===== config.mk =====
export PLATFORM = sky130hd
export DESIGN_NAME = dataMemory
export DESIGN_NICKNAME = d
export VERILOG_FILES = /design/src/common/mipsPkg.sv /design/src/source/dataMemory.sv
export SDC_FILE = /design/constraint.sdc
export NUM_CORES = 2
export LEC_CHECK = 0
export BUFFER_PORTS_ARGS = -buffer_cell sky130_fd_sc_hd__buf_2
export CAP_MARGIN = 20
export CORE_ASPECT_RATIO = 1.75
export CORE_UTILIZATION = 30
export DETAILED_ROUTE_END_ITERATION = 8
export GPL_TIMING_DRIVEN = 0
export PLACE_DENSITY = 0.44
export SLEW_MARGIN = 40
export SYNTH_ARGS = -nofsm -noshare
export SYNTH_HDL_FRONTEND = slang
export SYNTH_SLANG_ARGS = --single-unit

===== constraint.sdc =====
create_clock -name clk -period 2.9 [get_ports clk]
set_clock_uncertainty 0.15 [all_clocks]
set_input_delay 0.29 -clock clk [delete_from_list [all_inputs] [get_ports clk]]
set_output_delay 0.29 -clock clk [all_outputs]
set_load 0.005 [all_outputs]

===== src/common/mipsPkg.sv =====
// shared word sizes, opcode, funct and ALU encodings; imported by every core module and the testbench
`default_nettype none

package mipsPkg;

  // ====================
  // sizes
  // ====================
  localparam int dataWidth    = 32;
  localparam int regAddrWidth = 5;
  localparam int memWords     = 64;

  // ====================
  // instruction fields
  // ====================

  // major opcodes, instr[31:26]
  typedef enum logic [5:0] {
    opRType = 6'b000000,
    opBeq   = 6'b000100,
    opAddi  = 6'b001000,
    opLw    = 6'b100011,
    opSw    = 6'b101011
  } opcodeT;

  // R-type functions, instr[5:0]
  typedef enum logic [5:0] {
    fnAdd = 6'b100000,
    fnSub = 6'b100010,
    fnAnd = 6'b100100,
    fnOr  = 6'b100101,
    fnSlt = 6'b101010
  } functT;

  // ====================
  // ALU encodings
  // ====================

  // class handed from the main decode to the funct decode
  typedef enum logic [1:0] {
    aluAdd   = 2'b00,
    aluSub   = 2'b01,
    aluFunct = 2'b10
  } aluOpT;

  // bit 2 selects subtract / invert of b
  typedef enum logic [2:0] {
    ctrlAnd = 3'b000,
    ctrlOr  = 3'b001,
    ctrlAdd = 3'b010,
    ctrlSub = 3'b110,
    ctrlSlt = 3'b111
  } aluCtrlT;

endpackage

`default_nettype wire


===== src/source/dataMemory.sv =====
// word-addressed data RAM for lw and sw, combinational read and clocked write
`timescale 1ns/1ps
`default_nettype none

module dataMemory
  import mipsPkg::*;
(
  input  logic                 clk,
  input  logic                 rstN,
  input  logic                 writeEnable,
  input  logic [dataWidth-1:0] addr,
  input  logic [dataWidth-1:0] writeData,
  output logic [dataWidth-1:0] readData
);

  logic [dataWidth-1:0]         mem [memWords];
  logic [$clog2(memWords)-1:0] wordIndex;

  // byte address to word index; upper bits wrap
  assign wordIndex = addr[$clog2(memWords)+1:2];

  always_ff @(posedge clk or negedge rstN) begin
    if (!rstN) begin
      for (int i = 0; i < memWords; i++) begin
        mem[i] <= '0;
      end
    end else if (writeEnable) begin
      mem[wordIndex] <= writeData;
    end
  end

  assign readData = mem[wordIndex];

endmodule

`default_nettype wire


# == After elaboration in Yosys (flattened, before gate mapping) ==
# Cells that the tools add are included.
# word_totals
ff_bits,2048
wordCells,74
# op_classes
order_cmp,2
muxes,6
bitwise_logic,1
reduce_logical,1
# ops
cell,n
$bwmux W2048,1
$bmux W32 S6,1
$demux W32 S6,1
$mux W32,3
$ge A7 B7 Y1 const B,1
$lt A7 B1 Y1 const B,1
$not A6 Y7,1
$logic_and A1 B1 Y1,1

# == Logic depth before layout (Yosys ltp) ==
# logic_depth
depth_word,6
mapped_depth,11

# == Worst setup path after synthesis ==
# Ideal clock, no wire load.
# synth_timing
path_kind,input port to output port
start,in addr[4]
end,out readData[11]
t_arrival_ns,1.988
required_ns,2.460
setup_slack_ns,0.472
path_stages,7
n_path_buf,3
cell_sequence,buf_2 > buf_2 > clkbuf_1 > mux4_2 > mux2i_1 > o21ai_0 > or4_1
# synth_via
elab_chain_cells,4
# synth_rtl
item,line,text
from (decl),dataMemory.sv:11,"input logic [dataWidth-1:0] addr,"
$not A6 Y7 (not written as such),dataMemory.sv:32,assign readData = mem[wordIndex];
$bmux W32 S6,dataMemory.sv:32,
$mux W32 (not written as such) (2 in series),dataMemory.sv:32,
to (decl),dataMemory.sv:13,output logic [dataWidth-1:0] readData
# Every way passes these cells. The select of a mux whose other input is x is not followed.

# == Worst setup path after layout ==
# layout_timing
start,reg mem[32] in the netlist's numbering
end,out readData[0]
# layout_via
elab_chain_cells,3
# layout_rtl
item,line,text
from (decl),dataMemory.sv:16,logic [dataWidth-1:0] mem [memWords];
"from (signal, indexed assignment)",dataMemory.sv:28,mem[wordIndex] <= writeData;
$bmux W32 S6,dataMemory.sv:32,
$mux W32 (not written as such) (2 in series),dataMemory.sv:32,
# Every way passes these cells. The select of a mux whose other input is x is not followed.

==> flow_summary.yaml <==
critical_path:
  cp-end-kind: "output port"
  worstPathRequired_ns: 2.46
  crit_type: "register to output port"
  critPathArrivalTime_ns: 3.24
  reg2regPathDepth: 1
  startpoint_type: "register"
  cp_max_fo: 2
layout:
  final_util_pct: 38.4
  largest_register_ffs: 2048
  layout-drive-gt1-share_pct: 49.6
  top_register: "mem"
  nets: 7523
  final-instance-count-excl-fill: 11700
  top_regs: "mem (2048)"
  syn_to_final_growth_pct: 27.4
  final_area_um2: 117000
die:
  die_x_um: 421
  row_count: 269
  dieArea_um2: 310000
  core-area_um2: 306000
  die_h_um: 736
  start_util_pct: 30.1
  num_io_pins: 99
timing:
  slew_headroom_pct: 33.7
  worst_pin_slew_ns: 0.995
  fmaxAchievable_mhz: 272
  rsz0062_at_grt: "yes"
  period_needed_ns: 3.68
  finalMaxSlewViolations: 0
  worst_slack_ns: -0.777
  setup_viol: 577
  hold_viol_final: 0
  finalCritPeriodShare_pct: 127
clock_tree:
  cts_buffers: 205
  root_buffer: "clkbuf_16"
  cts.clk_slew.worst_paths_ns: 0.07
  htreeDepth: 4
  worstSkewPairLatency_ns: 0.93
  tritoncts: "built"
  numClockSinks: 2048
  cts_buffer_depth: 4
status:
  violations: "negative setup slack"
  status: "finished with violations"
place:
  dpl.cell_count: 11100
  io_buffers: 38
  gp_congestion: 1.05
  place_hpwl_mm: 423
  placed_area_um2: 102000
logic_synthesis:
  synth.area.top_cells: "dfrtp_1 56%, mux2_2 25%, a22oi_1 3.5%"
  synth_nets: 6875
  syn_avg_cell_area_um2: 13.5
  synth_ff_type: "dfrtp_1"
  ys.warnings.count: 0
  synth_edf_count: 0
  yosysUniqueCellTypes: 60
  synth_top_area_share_pct: 55.6
  ys_ff_latch: 2048
  yosysTopAreaCell: "dfrtp_1"
  syn_inst: 6808
  seq_area_frac_synth_pct: 55.6
  syn_area_um2: 92200
  async_flop_share_pct: 100
global_route:
  antenna_found_initial: 97
  grt_pass1_wl_mm: 760
  grt_pass1_vias: 71100
  grtUsageTotal_pct: 37.8
  grt_max_degree: 105
  overflow: 0
drt:
  dr_total_vias: 73200
  ant_nets: 0
  first_pass_iters: 8
  drt_iter0_drc: 9053
  post_drt_wl_per_cell_um: 51.0
  drc: 0
  wl_mm: 599
  vias_per_cell: 6.23
power:
  p_leak_nw: 52.6
  power.density_nw_per_um2: 644
  ir_worst_vdd_mv: 0.493
min_path:
  hold_depth: 3
  holdCritPathClass: "input port to register"
job:
  cap_viol_max_count: 0
[final timing paths]
kind                               endpoint          from  slack, ns
max in group asynchronous         mem[1063]          rstN      -0.37
worst max-delay path            readData[0]       mem[32]      -0.78
worst min-delay path                mem[69]  writeData[5]       0.02
min in group asynchronous         mem[1112]          rstN       0.49
worst min register to register    mem[1950]     mem[1950]       0.34
worst max register to register    mem[2015]     mem[2015]       1.84
[critical path: stages (launching register included)]
cell       delay [ns]
dfrtp_1          0.40
mux2_4           0.28
a221oi_4         0.28
buf_6            0.18
a21oi_2          0.04
o21ai_2          0.16
o2111ai_4        0.31
or3_4            0.48
buf_6            0.14
[final cells by class]
type / instances / area (um2)
antenna: 69 / 173
buffer: 755 / 6810
clock buffer: 315 / 6150
clock inverter: 50 / 566
fill: 29300 / 189000
inverter: 2 / 12.5
multi-input combinational: 4001 / 40000
sequential: 2048 / 51200
tap: 4065 / 5090
timing repair buffer: 443 / 7460
[report_power, final]
group	switching [mW]	leakage [nW]	internal, mW
sequential	2.13	27.2	32.3
combinational	7.32	22.0	5.67
clock	12.7	3.32	15.4
[cells by family (layout without fill, tap and decap cells)]
logic type             count (synthesis)  after routing  synth area share, %
muxes                               2256           2256                 28.2
DFF                                 2048           2048                 55.6
AOI/OAI and AO/OA                   1404           1404                 10.8
buffers and inverters                759           1565                 3.68
and+or+nand+nor                      341            341                 1.80
other                                  0             69                    0
[synth_stat cells, types with 12 or more instances]
master and number:
o221ai_1 17, mux2i_1 111, a21oi_1 266, mux2_1 15
mux2_2 2067, a221oi_1 273, buf_4 42, a22o_1 52
nand2_1 113, a22oi_1 428, nand3_1 25, nor2_1 80
or4_1 13, nand2b_1 20, o211ai_1 21, o2bb2ai_1 12
buf_2 247, o21ai_0 150, o22ai_1 85, clkbuf_1 302
mux4_2 63, nor4_1 18, buf_1 156, a221o_1 14
a211oi_1 27, dfrtp_1 2048
[cell usage in the layout (no fill, tap or decap), drive strengths merged, types with 9 or more instances in the layout]
cell type    instances
o21ai              150
o22ai               85
dfrtp             2048
mux2i              111
nand2              113
nor4                18
a221oi             273
bufinv              10
or3                  9
dlygate4sd3         34
nor2                83
a21oi              266
nand3               25
diode               69
clkbuf             615
mux2              2082
nor3                12
mux4                63
nand4               11
or4                 13
nand2b              20
o2bb2ai             12
nor2b                9
a221o               14
a211oi              27
a22o                52
a22oi              428
o221ai              17
clkinv              37
buf                863
o211ai              21
[what timing repair did]
action                                 in CTS  in global routing
pin swaps                                  58                112
hold buffers                               38                  5
setup buffers                              67                105
setup endpoints to repair                1277                581
resized for setup                         895                421
cloned                                      2                 17
endpoints found under the hold margin     471                207
[stage by stage]
step,hold WS (ns),setup TNS [ns],setup slack (ns),power (mW)
6_report,0.0239,-123.30,-0.777,75.7
4_1_cts,-0.236,-82.37,-0.696,74.6
3_5_place_dp,0.0617,-2771.93,-2.86,45.9
5_1_grt,0.0336,-228.97,-0.744,77.4
2_1_floorplan,-0.156,0,0.472,40.0
3_3_place_gp,0.314,-,-45.83,45.0
[routing by layer]
layer / share of wire [%] / wire length, um / vias to the layer above / track usage [%]
li1: - / - / 26900 / -
met1: 35 / 207000 / 39300 / 42.1
met2: 44 / 264000 / 4949 / 57.4
met3: 9.4 / 56500 / 1948 / 11.0
met4: 12 / 71000 / 20 / 36.2
met5: 0.022 / 130 / - / 0.0154
Note: power is estimated with default switching activity, not from simulation.
