==> src/common/mipsPkg.sv <==
// shared word sizes, opcode, funct and ALU encodings; imported by every core module and the testbench
`default_nettype none

package mipsPkg;

  // ====================
  // sizes
  // ====================
  localparam int dataWidth    = 32;
  localparam int regAddrWidth = 5;
  localparam int memWords     = 64;

  // ====================
  // instruction fields
  // ====================

  // major opcodes, instr[31:26]
  typedef enum logic [5:0] {
    opRType = 6'b000000,
    opBeq   = 6'b000100,
    opAddi  = 6'b001000,
    opLw    = 6'b100011,
    opSw    = 6'b101011
  } opcodeT;

  // R-type functions, instr[5:0]
  typedef enum logic [5:0] {
    fnAdd = 6'b100000,
    fnSub = 6'b100010,
    fnAnd = 6'b100100,
    fnOr  = 6'b100101,
    fnSlt = 6'b101010
  } functT;

  // ====================
  // ALU encodings
  // ====================

  // class handed from the main decode to the funct decode
  typedef enum logic [1:0] {
    aluAdd   = 2'b00,
    aluSub   = 2'b01,
    aluFunct = 2'b10
  } aluOpT;

  // bit 2 selects subtract / invert of b
  typedef enum logic [2:0] {
    ctrlAnd = 3'b000,
    ctrlOr  = 3'b001,
    ctrlAdd = 3'b010,
    ctrlSub = 3'b110,
    ctrlSlt = 3'b111
  } aluCtrlT;

endpackage

`default_nettype wire

==> src/control/controlUnit.sv <==
// decodes opcode and funct of the current instruction into the core's control levels
`timescale 1ns/1ps
`default_nettype none

module controlUnit
  import mipsPkg::*;
(
  input  opcodeT  opcode,
  input  functT   funct,
  output logic    regWrite,
  output logic    regDst,
  output logic    aluSrc,
  output logic    branch,
  output logic    memWrite,
  output logic    memToReg,
  output aluCtrlT aluCtrl
);

  // levels from the main decode, before the funct check
  logic  decRegWrite;
  logic  decRegDst;
  logic  decAluSrc;
  logic  decBranch;
  logic  decMemWrite;
  logic  decMemToReg;
  aluOpT aluOp;

  aluCtrlT functCtrl;
  logic    functKnown;
  logic    instrValid;

  // ====================
  // main decode
  // ====================
  always_comb begin
    decRegWrite = 1'b0;
    decRegDst   = 1'b0;
    decAluSrc   = 1'b0;
    decBranch   = 1'b0;
    decMemWrite = 1'b0;
    decMemToReg = 1'b0;
    aluOp       = aluAdd;
    case (opcode)
      opRType: begin
        decRegWrite = 1'b1;
        decRegDst   = 1'b1;
        aluOp       = aluFunct;
      end
      opLw: begin
        decRegWrite = 1'b1;
        decAluSrc   = 1'b1;
        decMemToReg = 1'b1;
      end
      opSw: begin
        decAluSrc   = 1'b1;
        decMemWrite = 1'b1;
      end
      opBeq: begin
        decBranch = 1'b1;
        aluOp     = aluSub;
      end
      opAddi: begin
        decRegWrite = 1'b1;
        decAluSrc   = 1'b1;
      end
      // anything else runs as a nop
      default: ;
    endcase
  end

  // ====================
  // funct decode
  // ====================
  always_comb begin
    functKnown = 1'b1;
    case (funct)
      fnAdd:   functCtrl = ctrlAdd;
      fnSub:   functCtrl = ctrlSub;
      fnAnd:   functCtrl = ctrlAnd;
      fnOr:    functCtrl = ctrlOr;
      fnSlt:   functCtrl = ctrlSlt;
      default: begin
        functCtrl  = ctrlAdd;
        functKnown = 1'b0;
      end
    endcase
  end

  // an R-type with an unknown funct is dropped like an unknown opcode
  assign instrValid = (aluOp != aluFunct) || functKnown;

  always_comb begin
    case (aluOp)
      aluSub:   aluCtrl = ctrlSub;
      aluFunct: aluCtrl = functCtrl;
      default:  aluCtrl = ctrlAdd;
    endcase
  end

  assign regWrite = decRegWrite & instrValid;
  assign regDst   = decRegDst & instrValid;
  assign aluSrc   = decAluSrc & instrValid;
  assign branch   = decBranch & instrValid;
  assign memWrite = decMemWrite & instrValid;
  assign memToReg = decMemToReg & instrValid;

endmodule

`default_nettype wire

==> config.mk <==
export PLATFORM = sky130hd
export DESIGN_NAME = controlUnit
export DESIGN_NICKNAME = d
export VERILOG_FILES = /design/src/common/mipsPkg.sv /design/src/control/controlUnit.sv
export SDC_FILE = /design/constraint.sdc
export NUM_CORES = 1
export LEC_CHECK = 0
export BUFFER_PORTS_ARGS = -buffer_cell sky130_fd_sc_hd__buf_2
export CORE_AREA = 2 2 39 41
export DETAILED_ROUTE_END_ITERATION = 16
export DIE_AREA = 0 0 41 43
export RECOVER_POWER = 50
export SLEW_MARGIN = 20
export SYNTH_ARGS = -nofsm -noshare
export SYNTH_HDL_FRONTEND = slang
export SYNTH_SLANG_ARGS = --single-unit
==> constraint.sdc <==
create_clock -name vclk -period 4.8
set_input_delay 0.96 -clock vclk [all_inputs]
set_output_delay 0.96 -clock vclk [all_outputs]
set_load 0.01 [all_outputs]
## After elaboration in Yosys (flattened, before gate mapping)

Cells that the tools add are included.

| storage, ports and cells | value |
|---|---|
| register bits after elaboration | 0 |
| bits of input ports | 12 |
| output and inout bits | 9 |
| word-level logic and storage cells | 33 |

| cells by class | value |
|---|---|
| equal/unequal tests | 12 |
| multiplexer cells | 10 |
| bitwise gates (word level) | 6 |
| reductions and logical operators | 5 |

Operator list:

| kind | number |
|---|---|
| 6-bit == test (second input constant) | 7 |
| 3-bit one-hot mux with 4 select lines | 1 |
| 1-bit 2-to-1 mux | 7 |
| 1-bit bitwise AND | 6 |
| 6-bit by 3-bit == test with 1-bit output (second input constant) | 1 |
| 6-bit by 4-bit == test with 1-bit output (second input constant) | 1 |
| 6-bit zero test | 1 |
| 3-bit one-hot mux with 2 select lines | 1 |
| 3-bit OR reduction | 2 |
| 5-bit OR reduction | 1 |
| 2-bit one-hot mux with 2 select lines | 1 |
| 2-bit by 1-bit == test with 1-bit output (second input constant) | 1 |
| 2-bit == test (second input constant) | 1 |
| 2-bit != test (second input constant) | 1 |
| 1-bit logical OR | 1 |

## Depth between registers and ports, before layout

| logic depth | value |
|---|---|
| depth in word-level cells | 5 |
| gate-level depth with buffers | 7 |
| depth with buffers taken out | 7 |

## Worst setup path before layout

Ideal clock, no wire load.

| timing path | value |
|---|---|
| path type | input to output |
| from | in opcode[1] |
| to | out aluCtrl[1] |
| arrival | 2.112 ns |
| required time | 3.840 ns |
| setup slack | 1.728 ns |
| cell stages on the path | 4 |
| buffers on the path | 0 |
| path through | nor4_2 > nand3b_1 > ha_1 > or3_1 |

| on the way | value |
|---|---|
| word-level cells in the longest chain between the ends | 4 |
| elaborated cells on any way between the ends | 6 |
| those cells by class | eq/ne: 3; mux: 2; reduce/logical: 1 |

Ends and longest elaborated chain:

| item | RTL line | RTL |
|---|---|---|
| start, declared | controlUnit.sv:8 | `input opcodeT opcode,` |
| 6-bit by 3-bit == test with 1-bit output / 6-bit zero test (equally long branches) | controlUnit.sv:43 | `case (opcode)` |
| 2-bit one-hot mux with 2 select lines (*) | controlUnit.sv:43 |  |
| 2-bit == test / 2-bit by 1-bit == test with 1-bit output (equally long branches) | controlUnit.sv:93 | `case (aluOp)` |
| 3-bit one-hot mux with 2 select lines (*) | controlUnit.sv:93 |  |
| end, declared | controlUnit.sv:16 | `output aluCtrlT aluCtrl` |

Every way passes the cells marked *; elsewhere a longest branch is shown, timed or not.

## Worst setup path in the final report

| timing path | value |
|---|---|
| from | in opcode[1] |
| to | out memWrite |

| on the way | value |
|---|---|
| word-level cells in the longest chain between the ends | 5 |
| elaborated cells on any way between the ends | 8 |
| those cells by class | eq/ne: 3; mux: 2; bitwise: 1; reduce/logical: 2 |

Ends and longest elaborated chain:

| item | RTL line | RTL |
|---|---|---|
| 6-bit by 3-bit == test with 1-bit output / 6-bit zero test (equally long branches) | controlUnit.sv:43 |  |
| 2-bit one-hot mux with 2 select lines | controlUnit.sv:43 |  |
| 2-bit != test | controlUnit.sv:90 | `assign instrValid = (aluOp != aluFunct) \|\| functKnown;` |
| 1-bit logical OR | controlUnit.sv:90 |  |
| 1-bit bitwise AND (*) | controlUnit.sv:104 | `assign memWrite = decMemWrite & instrValid;` |
| end, declared | controlUnit.sv:14 | `output logic memWrite,` |

Marked as above.

==> summary.md <==
| Metric | Value |
|---|---|
| Die area | about 0.0018 mm2 |
| Site row count | 14 |
| Switching share of total power | between 50 and 60% |
| Slew @ Worst Pin | ~0.51 ns |
| Overall power | about 16 uW |
| Initial antenna violation count | 0 |
| Gpl congestion | a little over 0.7 |
| Final-report hold violation count | 0 |
| Die Y | between 40 and 50 um |
| Int Pwr | 7.250 uW |
| Final worst path period share | 74.07% |
| Slew Viols, Final | 0 |
| Synth Cell Area | around 230 um2 |
| Initial DRC count | 4 |
| Crit end category | primary output |
| IO buf count | 21 |
| Total core area | roughly 0.0014 mm2 |
| Die X | roughly 40 um |
| First drt pass iteration count | 4 |
| Simple logic cell fraction of the synthesized area | 55.80% |
| Max Fclk | between 0.2 and 0.3 GHz |
| Logic gate share of total power | 100.0% |
| CP cell instances | buf_2, nor4_1, nand2_1, inv_1, ha_1, inv_1, a31oi_1, nor3_1, buf_2 |
| Final core occ | about a quarter |
| # IOs | 21 |
| Area share of fa/ha/maj cells after synthesis | about 11% |
| Sw Pwr | 8.283 uW |
| Share of the yosys chip area belonging to registers | 0% |
| Clk pwr share | 0% |
| Max cap viols | 0 |
| Detail Route Antenna Nets | 0 |
| Synth Area in XOR/XNOR | 0% |
| Largest net degree at the start of global routing | 7 |
| Slowest cell on crit path | a31oi_1 |
| Starting Density | approximately 16% |
| Synth Area in Compound Gates | a little under a quarter |
| Post-DP HPWL | ~550 um |
| Peak VDD IR | ~13 uV |
| Worst path max stage delay | slightly above 0.4 ns |
| Vias in the first global route | around 280 |
| Worst slew margin | 65.70% |
| Diode count | 0 |
| Power per cell area | roughly 46 mW/mm2 |
| WL final | around 600 um |
| GR Overflow Total | 0 |
| Gate Count Post-Synth | 35 |
| Global-route wire length before repair | about 1.1 mm |
| # setup viols final | 0 |
| CP Max Fanout | 6 |
| Vias/cell | between 4 and 5 |
| Area Growth Syn to Fin | 48.62% |
| Post-synthesis mux area share | around 4.4% |
| Multi-input logic area | about 200 um2 |
| Clock buf count | 0 |
| Seq_cells | 0 |
| Layout cell share with drive strength beyond 1 | 37.50% |
| CP Launch Type | input pin |
| Warning count from the yosys run | 0 |
| Synth cell types | 20 |
| FF/Latch Area | 0 um2 |
| Mapped Nets | around 50 |
| Total negative setup slack | 0 ns |
| Hold crit path type | input pin to primary output |
| WL/cell | around 8.5 um |
| Postcts setup bufs | 0 |
| Outcome | finished, final reports clean |
| Hold Buf Count CTS | 0 |
| Setup Crit Path Kind | input pin to primary output |
| RSZ-0062 raised after global routing | false |
| Placed cell count | 72 |
| Filler cells | 159 |
| Non-Filler Instances | 72 |
| LEAKAGE | about 0.00018 uW |
| WP buf/inv | 4 |
| Reg power frac | 0% |
| CTS resizes | 0 |
| Largest family of logic cells by synthesized area | simple AND/OR/NAND/NOR gates |
| Delay-heaviest family, CP | simple AND/OR/NAND/NOR gates |
| Vias | between 300 and 400 |
| GRT Util Overall | just under 8% |
| Arrival time worst endpoint | 2.60 ns |
| Layout Nets | between 70 and 80 |
| Worst EP required | 3.84 ns |
| Syn_area_per_cell | 6.470 um2 |
| Fin crit period | ~3.6 ns |
| Drt drc | 0 |
-- cell usage in the layout, fill, tap and decap left out --
| master | n |
|---|---|
| nor4_1 | 1 |
| clkbuf_1 | 2 |
| a2111oi_2 | 1 |
| a32oi_1 | 1 |
| and4b_1 | 1 |
| or3_1 | 1 |
| nand3b_1 | 1 |
| inv_1 | 3 |
| nand2_1 | 5 |
| nand3_1 | 1 |
| buf_2 | 19 |
| mux2i_1 | 1 |
| nor3b_1 | 1 |
| nor3_1 | 1 |
| o21ai_0 | 1 |
| nor3_2 | 1 |
| nand2b_1 | 1 |
| ha_1 | 2 |
| a31oi_1 | 3 |
| and2b_1 | 1 |
| nor2_1 | 8 |
-- metal layers --
metal | vias to the layer above | global-route usage, % | part of all wire [%]
li1 | 170 | - | -
met1 | 141 | 11.39 | 45
met2 | 17 | 12.81 | 45
met3 | 0 | 0.5236 | 9.9
met4 | 0 | 0 | 0
met5 | - | 0 | 0
-- power by group through the flow --
| stage | Combinational, uW | Sequential, uW | Clock (uW) |
|---|---|---|---|
| floorplan | 6.75 | 0 | 0 |
| global placement | 16.2 | 0 | 0 |
| detailed placement | 16.3 | 0 | 0 |
| CTS | 16.4 | 0 | 0 |
| global route | 17.7 | 0 | 0 |
| finish | 15.5 | 0 | 0 |
-- final cells by class --
class / instances / share of cell area, %
multi-input combinational: 32 / 60.22
inverter: 3 / 3.346
tap: 16 / 5.948
timing repair buffer: 21 / 30.48
-- path summary, 6_finish.rpt --
path | cells after the start | from | to
worst max-delay path | 9 | opcode[1] | memWrite
worst min-delay path | 3 | opcode[4] | aluSrc
-- cells in the mapped netlist, drive strengths merged --
cell,instances,area (um2)
nor2,8,30.03
nand2,5,18.77
a31oi,3,25.02
inv,3,11.26
ha,2,25.02
nor3,2,15.01
a2111oi,1,15.01
a32oi,1,8.760
and2b,1,7.510
and4b,1,10.01
mux2i,1,10.01
nand2b,1,6.260
nand3,1,5.000
nand3b,1,7.510
nor3b,1,7.510
nor4,1,12.51
o21ai,1,5.000
or3,1,6.260
-- stage by stage --
| step | setup WS [ns] | area [um2] | hold WS (ns) |
|---|---|---|---|
| 2_1_floorplan | 1.728 | 226.5 | 1.955 |
| 3_3_place_gp | 1.420 | 351.6 | 2.203 |
| 3_5_place_dp | 1.417 | 351.6 | 2.197 |
| 4_1_cts | 1.410 | 351.6 | 2.197 |
| 5_1_grt | 1.000 | 336.6 | 2.223 |
| 6_report | 1.245 | 336.6 | 2.196 |
-- logic make-up (layout without fill, tap and decap cells) --
family | count (synthesis) | count (layout)
buffers and inverters | 3 | 24
adders and majority gates | 2 | 2
AOI/OAI and AO/OA | 6 | 6
and+or+nand+nor | 23 | 23
muxes | 1 | 1
No activity file was read; power rests on OpenSTA's default activity.
