$ cat src/common/mipsPkg.sv
// shared word sizes, opcode, funct and ALU encodings; imported by every core module and the testbench
`default_nettype none

package mipsPkg;

  // ====================
  // sizes
  // ====================
  localparam int dataWidth    = 32;
  localparam int regAddrWidth = 5;
  localparam int memWords     = 64;

  // ====================
  // instruction fields
  // ====================

  // major opcodes, instr[31:26]
  typedef enum logic [5:0] {
    opRType = 6'b000000,
    opBeq   = 6'b000100,
    opAddi  = 6'b001000,
    opLw    = 6'b100011,
    opSw    = 6'b101011
  } opcodeT;

  // R-type functions, instr[5:0]
  typedef enum logic [5:0] {
    fnAdd = 6'b100000,
    fnSub = 6'b100010,
    fnAnd = 6'b100100,
    fnOr  = 6'b100101,
    fnSlt = 6'b101010
  } functT;

  // ====================
  // ALU encodings
  // ====================

  // class handed from the main decode to the funct decode
  typedef enum logic [1:0] {
    aluAdd   = 2'b00,
    aluSub   = 2'b01,
    aluFunct = 2'b10
  } aluOpT;

  // bit 2 selects subtract / invert of b
  typedef enum logic [2:0] {
    ctrlAnd = 3'b000,
    ctrlOr  = 3'b001,
    ctrlAdd = 3'b010,
    ctrlSub = 3'b110,
    ctrlSlt = 3'b111
  } aluCtrlT;

endpackage

`default_nettype wire

$ cat src/datapath/registerFile.sv
// 32-entry register file, two combinational read ports and one clocked write port
`timescale 1ns/1ps
`default_nettype none

module registerFile
  import mipsPkg::*;
(
  input  logic                    clk,
  input  logic                    rstN,
  input  logic [regAddrWidth-1:0] readAddrA,
  input  logic [regAddrWidth-1:0] readAddrB,
  input  logic [regAddrWidth-1:0] writeAddr,
  input  logic                    writeEnable,
  input  logic [dataWidth-1:0]    writeData,
  output logic [dataWidth-1:0]    readDataA,
  output logic [dataWidth-1:0]    readDataB
);

  localparam int numRegs = 2 ** regAddrWidth;

  logic [dataWidth-1:0] regs [numRegs];

  // ====================
  // write port
  // ====================
  // r0 is never written, so it keeps its reset value of zero
  always_ff @(posedge clk or negedge rstN) begin
    if (!rstN) begin
      for (int i = 0; i < numRegs; i++) begin
        regs[i] <= '0;
      end
    end else if (writeEnable && (writeAddr != '0)) begin
      regs[writeAddr] <= writeData;
    end
  end

  // ====================
  // read ports
  // ====================
  // a write in this cycle shows up only after the edge
  assign readDataA = regs[readAddrA];
  assign readDataB = regs[readAddrB];

endmodule

`default_nettype wire

$ cat src/datapath/alu.sv
// arithmetic and logic unit for add, sub, and, or and slt, with a zero flag for beq
`timescale 1ns/1ps
`default_nettype none

module alu
  import mipsPkg::*;
(
  input  logic [dataWidth-1:0] a,
  input  logic [dataWidth-1:0] b,
  input  aluCtrlT              aluCtrl,
  output logic [dataWidth-1:0] y,
  output logic                 zero
);

  logic [dataWidth-1:0] sum;
  logic [dataWidth-1:0] diff;
  logic                 lessThan;

  assign sum  = a + b;
  assign diff = a - b;

  // signed compare
  assign lessThan = $signed(a) < $signed(b);

  always_comb begin
    case (aluCtrl)
      ctrlAnd: y = a & b;
      ctrlOr:  y = a | b;
      ctrlAdd: y = sum;
      ctrlSub: y = diff;
      ctrlSlt: y = {{(dataWidth-1){1'b0}}, lessThan};
      default: y = sum;
    endcase
  end

  // used by beq, which runs the ALU as a subtract
  assign zero = (y == '0);

endmodule

`default_nettype wire

$ cat src/datapath/dataPath.sv
// PC, register file, ALU and the operand, write-back and next-PC selection of the single-cycle core
`timescale 1ns/1ps
`default_nettype none

module dataPath
  import mipsPkg::*;
(
  input  logic                    clk,
  input  logic                    rstN,
  input  logic [dataWidth-1:0]    instr,
  input  logic                    regWrite,
  input  logic                    regDst,
  input  logic                    aluSrc,
  input  logic                    branch,
  input  logic                    memToReg,
  input  aluCtrlT                 aluCtrl,
  input  logic [dataWidth-1:0]    readData,
  output logic [dataWidth-1:0]    pc,
  output logic [dataWidth-1:0]    aluResult,
  output logic [dataWidth-1:0]    writeData,
  output logic [dataWidth-1:0]    result,
  output logic [regAddrWidth-1:0] writeReg
);

  // instruction fields
  logic [regAddrWidth-1:0] rs;
  logic [regAddrWidth-1:0] rt;
  logic [regAddrWidth-1:0] rd;
  logic [15:0]             imm;

  logic [dataWidth-1:0] signImm;
  logic [dataWidth-1:0] readDataA;
  logic [dataWidth-1:0] readDataB;
  logic [dataWidth-1:0] srcB;
  logic                 zero;

  logic [dataWidth-1:0] pcPlus4;
  logic [dataWidth-1:0] branchTarget;
  logic [dataWidth-1:0] pcNext;
  logic                 pcSrc;

  assign rs  = instr[25:21];
  assign rt  = instr[20:16];
  assign rd  = instr[15:11];
  assign imm = instr[15:0];

  assign signImm = {{(dataWidth-16){imm[15]}}, imm};

  // ====================
  // register file and ALU
  // ====================
  assign writeReg = regDst ? rd : rt;

  registerFile regFile (
    .clk         (clk),
    .rstN        (rstN),
    .readAddrA   (rs),
    .readAddrB   (rt),
    .writeAddr   (writeReg),
    .writeEnable (regWrite),
    .writeData   (result),
    .readDataA   (readDataA),
    .readDataB   (readDataB)
  );

  assign srcB = aluSrc ? signImm : readDataB;

  alu mainAlu (
    .a       (readDataA),
    .b       (srcB),
    .aluCtrl (aluCtrl),
    .y       (aluResult),
    .zero    (zero)
  );

  // store data is always the rt read
  assign writeData = readDataB;

  // write-back select
  assign result = memToReg ? readData : aluResult;

  // ====================
  // next PC
  // ====================
  assign pcPlus4      = pc + 32'd4;
  assign branchTarget = pcPlus4 + {signImm[dataWidth-3:0], 2'b00};
  assign pcSrc        = branch & zero;
  assign pcNext       = pcSrc ? branchTarget : pcPlus4;

  always_ff @(posedge clk or negedge rstN) begin
    if (!rstN) begin
      pc <= '0;
    end else begin
      pc <= pcNext;
    end
  end

endmodule

`default_nettype wire

$ cat config.mk
export PLATFORM = sky130hd
export DESIGN_NAME = dataPath
export DESIGN_NICKNAME = d
export VERILOG_FILES = /design/src/common/mipsPkg.sv /design/src/datapath/registerFile.sv /design/src/datapath/alu.sv /design/src/datapath/dataPath.sv
export SDC_FILE = /design/constraint.sdc
export NUM_CORES = 2
export LEC_CHECK = 0
export BUFFER_PORTS_ARGS = -buffer_cell sky130_fd_sc_hd__buf_2
export CAP_MARGIN = 20
export CORE_MARGIN = 4
export CORE_UTILIZATION = 40
export CTS_CLUSTER_SIZE = 12
export DETAILED_ROUTE_END_ITERATION = 8
export GPL_ROUTABILITY_DRIVEN = 0
export PLACE_DENSITY_LB_ADDON = 0.1
export SYNTH_ARGS = -nofsm -noshare
export SYNTH_HDL_FRONTEND = slang
export SYNTH_SLANG_ARGS = --single-unit
export TNS_END_PERCENT = 100
$ cat constraint.sdc
create_clock -name clk -period 4.9 [get_ports clk]
set_input_delay 0 -clock clk [delete_from_list [all_inputs] [get_ports clk]]
set_output_delay 0 -clock clk [all_outputs]
set_load 0.005 [all_outputs]
# Word-level counts from Yosys, hierarchy flattened
# Index checks and enable logic that the tools add are counted.
[op_classes]
n_addsub = 4
magnitude_cmp = 5
n_eq_ne = 3
mux = 14
n_bitwise = 6
reduce_logical = 5
[op_table]
columns = ["operator", "count"]
rows = [
  ["$bwmux 1024", 1],
  ["$bmux 32 s5", 2],
  ["$mux 32", 8],
  ["$demux 32 s5", 1],
  ["$pmux 32 s4", 1],
  ["$add 32x32->32", 2],
  ["$add 32x3->32 const B", 1],
  ["$and 32x32->32", 1],
  ["$logic_not 32->1", 1],
  ["$lt 32x32->1", 1],
  ["$or 32x32->32", 1],
  ["$sub 32x32->32", 1],
  ["$ge 6x6->1 const B", 3],
  ["$not 5->6", 3],
  ["$eq 3x3->1 const B", 2],
  ["$lt 6x1->1 const B", 1],
  ["$mux 5", 1],
  ["$reduce_bool 5->1", 1],
  ["$eq 3x1->1 const B", 1],
  ["$logic_not 3->1", 1],
  ["$logic_and 1x1->1", 2],
  ["$and 1x1->1", 1],
]
[totals]
reg_bits = 1056
input_bits = 74
out_inout_bits = 133
word_cells = 70

# Logic depth before layout (Yosys ltp)
[depth]
depth_word = 10
ltp_mapped = 24
depth_no_buf = 19

# Modules after synthesis
# Synthesis repeated with hierarchy kept, for this count alone.
[unflattened]
hier_cells = 5958
hier_area_um2 = 65542.9
[modules_own_cells]
columns = ["mod", "n_inst", "cells_per_inst", "area_per_inst_um2", "seq_area_each_um2"]
rows = [
  ["registerFile", 1, 4601, 55942.4, 25624.6],
  ["alu", 1, 843, 5455.2, 0.0],
  ["dataPath", 1, 514, 4145.2, 750.7],
]

# Worst setup path before layout
# OpenSTA, ideal clock, no wires.
[synth_timing]
kind = "input-to-reg"
startpoint = "input instr[16]"
endpoint = "register pc[22]"
t_arrival_ns = 6.098
required_ns = 4.775
slack_ns = -1.323
path_stages = 23
path_buffers = 5
cell_sequence = "clkbuf_1 buf_1 buf_1 mux4_2 mux4_2 mux2_2 mux2i_1 inv_1 ha_1 fa_1 nor2b_1 o221a_2 o21ai_1 o31a_1 o41ai_1 xnor2_1 o22ai_1 a2111oi_0 and4bb_2 nand3_1 buf_4 buf_6 mux2_4"
[synth_via]
elab_chain_cells = 10
[synth_rtl]
columns = ["item", "line_no", "source"]
rows = [
  ["start, declared", "dataPath.sv:10", "input logic [dataWidth-1:0] instr,"],
  ["$not 5->6 (implied by the code) (*)", "registerFile.sv:42", "assign readDataB = regs[readAddrB];"],
  ["$bmux 32 s5 (*)", "registerFile.sv:42", ""],
  ["$mux 32 (implied by the code) (*) (2 in series)", "registerFile.sv:42", ""],
  ["via writeData[0]", "dataPath.sv:20", "output logic [dataWidth-1:0] writeData,"],
  ["$mux 32 (*)", "dataPath.sv:66", "assign srcB = aluSrc ? signImm : readDataB;"],
  ["$add 32x32->32, or another cell as far along", "alu.sv:19", "assign sum = a + b;"],
  ["$pmux 32 s4 (*)", "alu.sv:26", "case (aluCtrl)"],
  ["$logic_not 32->1 (*)", "alu.sv:37", "assign zero = (y == '0);"],
  ["$and 1x1->1 (*)", "dataPath.sv:87", "assign pcSrc = branch & zero;"],
  ["$mux 32 (*)", "dataPath.sv:88", "assign pcNext = pcSrc ? branchTarget : pcPlus4;"],
  ["via pcNext[22]", "dataPath.sv:39", "logic [dataWidth-1:0] pcNext;"],
  ["end signal, assigned", "dataPath.sv:94", "pc <= pcNext;"],
  ["end, declared", "dataPath.sv:18", "output logic [dataWidth-1:0] pc,"],
]
# Mark *: on every way through the listed nets, which the timed path passes. The rest lies on a longest branch. The select of a mux whose other input is x is not followed.
# A chain may end at the register's enable or synchronous reset.

# Final worst setup path
[layout_timing]
startpoint = "register regFile.regs[128] (netlist bit)"
endpoint = "output result[30]"
[layout_via]
elab_chain_cells = 7
[layout_rtl]
columns = ["item", "line_no", "source"]
rows = [
  ["start, declared", "registerFile.sv:21", "logic [dataWidth-1:0] regs [numRegs];"],
  ["start signal, assigned by index", "registerFile.sv:33", "regs[writeAddr] <= writeData;"],
  ["$bmux 32 s5", "registerFile.sv:42", ""],
  ["$mux 32 (implied by the code) (2 in series)", "registerFile.sv:42", ""],
  ["$mux 32", "dataPath.sv:66", ""],
  ["$add 32x32->32 or $sub 32x32->32 (tied branches)", "alu.sv:19, alu.sv:20", ""],
  ["$pmux 32 s4 (*)", "alu.sv:26", ""],
  ["$mux 32 (*)", "dataPath.sv:80", "assign result = memToReg ? readData : aluResult;"],
  ["end, declared", "dataPath.sv:21", "output logic [dataWidth-1:0] result,"],
]
# Every way passes the cells marked *; elsewhere a longest branch is shown, timed or not. The select of a mux whose other input is x is not followed.

==> impl_results.md <==
- TritonCTS Buffers: 120
- RSZ-0062 raised after global routing: yes
- Layout cells sized above 1: a little over 40%
- Total gr overflow: 0
- Final Routed Wirelength: around 250,000 microns
- Synth Instances: 5,619
- First-pass GRT wire length: between 300,000 and 400,000 microns
- CTS clock-pin slew for the worst setup and hold paths: 0.06 ns
- DR vias/cell: 5.751
- Worst-Margin Slew: between 1 and 1.5 ns
- Post-route DRC: 0
- Setup crit end kind: output pin
- Worst path slowest cell: mux4_2
- Syn. warnings: 0
- Max cap viols: 0
- Port Buffers: 198
- Synth top area cells: dfrtp_1, mux4_2, o21ai_0
- Synth Area per Inst: 10.88 sq um
- Area of the multi-input gates: 34,170 sq um
- CP top delay family: multiplexers
- Synthesis-to-layout area growth: 34.27%
- Clock skew: 0.03447 ns
- Most frequent cells in the layout: buf_4, nand2_1, dfrtp_1
- Min-delay worst type: input port to flop
- Status: finished with violations
- Static Leak: about 0.038 uW
- Startpoint Class: flop
- Max transition margin: 25.62%
- FP Rows: between 100 and 150
- Post-synthesis cell type count: slightly above 80
- Area leader, netlist: dfrtp_1
- Core area: around 150,000 sq um
- Worst-path fanout max: 2
- Vias in the first global route: around 51,000
- R2r setup slk: -0.77 ns
- IO Count: 207
- Failing checks: negative setup slack
- Mapped cell area: between 60,000 and 70,000 sq um
- Worst Setup Path Type: flop to output pin
- Area share of the largest cell type after synthesis: between 40% and 50%
- Total negative setup slack: -152.38 ns
- Worst path buffer plus inverter count: 7
- Starting Density: between 40% and 50%
- Most used flip-flop cell after synthesis: dfrtp_1
- Post-layout min period: between 5 and 6 ns
- Pwr dens: approximately 520 nW/um^2
- Initial antenna violation count: 8
- CTS HTree Levels: 3
- CTS Sinks: ~1,100
- Die Wd: ~400 microns
- Peak VDD IR: 0.3228 mV
- CTS tree: yes
- CTS root buffer: clkbuf_16
- #FFs+latches synth: between 1,000 and 1,500
- Largest net degree at the start of global routing: approximately 140
- Net count, final: approximately 7,000
- Pre-CTS WS: -0.8831 ns
- Drt pass-1 iters: 5
- Final max-slew violation count: 0
- Post-synth EDFFs: 0
- Worst path max stage delay: between 0.5 and 0.6 ns
- Detailed Place HPWL: roughly 160,000 microns
- Register area share after synthesis: about 43%
- FFs w/ async S/R, synth: 100.0%
- Layout fillers: about 13,000
- Final Hold Viols: 0
- Reg area: between 20,000 and 30,000 sq um
- CP arrival: between 5 and 6 ns
- Clock Tree Buf Depth: 3
- Vias: about 50,000
- Routed wire per std cell: approximately 27 microns
- Final period util: 117.1%
- Worst-Skew Late Latency: roughly 0.75 ns
- Overall global routing resource usage: 30.42%
- Top achievable clock speed: between 150 and 200 MHz
- Crit-path cells: mux4_2, mux4_2, mux2_4, mux2i_4, inv_2, ha_4, inv_2, fa_2, nor2_2, o311a_1, o211ai_1, o211ai_1, buf_4, nand2_4, a21oi_2, or3_1, a31o_2, buf_6, mux2i_4, buf_12, clkinvlp_4, buf_6
- Initial DRC Count: slightly below 5,000
- Antenna Nets Post-Route: 0
- Final Setup Violations: 643
- Die Y: ~400 microns
- Final Total Pwr: between 40,000 and 50,000 uW
- DIE AREA: around 160,000 sq um
- Final worst slack: -0.8396 ns
- Commonest non-fill, non-tap cell in the layout: buf_4
- Worst Path Required: 4.90 ns
==> area by class of cell <==
| class | count | share of cell area, % |
|---|---|---|
| Multi-Input combinational cell | 3871 | 41.61 |
| Inverter | 160 | 0.8183 |
| Clock buffer | 176 | 4.357 |
| Tap cell | 2030 | 3.094 |
| Clock inverter | 47 | 0.7406 |
| Timing Repair Buffer | 1592 | 17.24 |
| Antenna cell | 6 | 0.01829 |
| Sequential cell | 1054 | 32.12 |
==> synthesized netlist by cell type, drive strengths merged (7+ instances only) <==
| cell | count |
|---|---|
| o21a | 12 |
| a31oi | 15 |
| xnor2 | 35 |
| o221a | 7 |
| a21o | 23 |
| nor2b | 27 |
| clkbuf | 455 |
| nand2 | 1122 |
| a22oi | 7 |
| xor2 | 25 |
| o31ai | 10 |
| ha | 135 |
| a211o | 7 |
| buf | 82 |
| nand4 | 11 |
| a211oi | 16 |
| o22ai | 8 |
| o21bai | 12 |
| a221oi | 7 |
| or3 | 14 |
| o211ai | 21 |
| nand3 | 34 |
| mux4 | 640 |
| a21boi | 7 |
| and3 | 17 |
| mux2i | 68 |
| o221ai | 7 |
| nor4 | 12 |
| mux2 | 84 |
| dfrtp | 1054 |
| nor2 | 134 |
| a21oi | 96 |
| o21ai | 1085 |
| and2 | 8 |
| nor3 | 43 |
| inv | 160 |
| nand2b | 15 |
| or2 | 11 |
==> flip-flops by register name, summed over array words and instances, names as in the netlist <==
name / flops
regFile.regs: 1024
pc: 30
==> worst register-to-register path, delay by kind of cell (launching register included) <==
kind,cells,cell delay (ns)
buf+inv,4,0.65
simple gates,5,1.57
mux,5,1.74
compound gates,5,0.97
flops,1,0.40
fa+ha+maj,1,0.20
==> repair_timing <==
item                       4_1_cts  5_1_grt
hold buffers                    54        1
pin swaps                       66       84
buffers inserted                98       89
setup endpoints to repair      739      801
gates cloned                    21       12
hold endpoints to repair      1237        9
resized for setup              268      283
==> routing by layer <==
metal | routed length [microns] | share of wire (%) | vias up | track usage (%)
met5 | 13 | 0.0053 | - | 0
met4 | 7930 | 3.2 | 2 | 9.391
met3 | 19510 | 8.0 | 363 | 5.938
met2 | 110300 | 45 | 1915 | 46.87
met1 | 107300 | 44 | 26240 | 43.77
li1 | - | - | 22870 | -
==> logic make-up (layout without fill, tap and decap cells) <==
| kind of cell | count (synthesis) | in the layout | synth area share (%) |
|---|---|---|---|
| other cells | 1 | 8 | 0.006133 |
| buf+inv | 697 | 1975 | 4.332 |
| compound gates | 1404 | 1404 | 12.64 |
| mux | 792 | 794 | 26.29 |
| xor+xnor | 60 | 60 | 0.8594 |
| simple gates | 1473 | 1473 | 9.877 |
| flops | 1054 | 1054 | 43.13 |
| fa+ha+maj | 138 | 138 | 2.861 |
==> metrics by stage <==
stage	utilization, %	hold WS, ns	instance area [sq um]	cells
CTS	52.98	0.03223	80480	8848
floorplan	-	-0.2956	61650	5620
detailed placement	48.32	0.04391	73400	8457
finish	54.05	0.1676	82110	8936
global placement	48.32	0.03421	73400	8457
global route	54.04	0.1699	82090	8931
==> final timing paths <==
path / from / end / depth (start not counted)
min in group asynchronous: rstN / regFile.regs[1001] / 4
worst max register to register: regFile.regs[613] / pc[22] / 20
max in group asynchronous: rstN / regFile.regs[180] / 4
worst max-delay path: regFile.regs[128] / result[30] / 22
worst min-delay path: readData[0] / regFile.regs[32] / 6
worst min register to register: regFile.regs[1012] / regFile.regs[1012] / 0
==> report_power, final <==
group / switching [uW] / internal [uW]
Clock: 3920 / 5670
Combinational: 9370 / 10700
Sequential: 1710 / 11300
Total: 15000 / 27600
No activity file was read; power rests on OpenSTA's default activity.
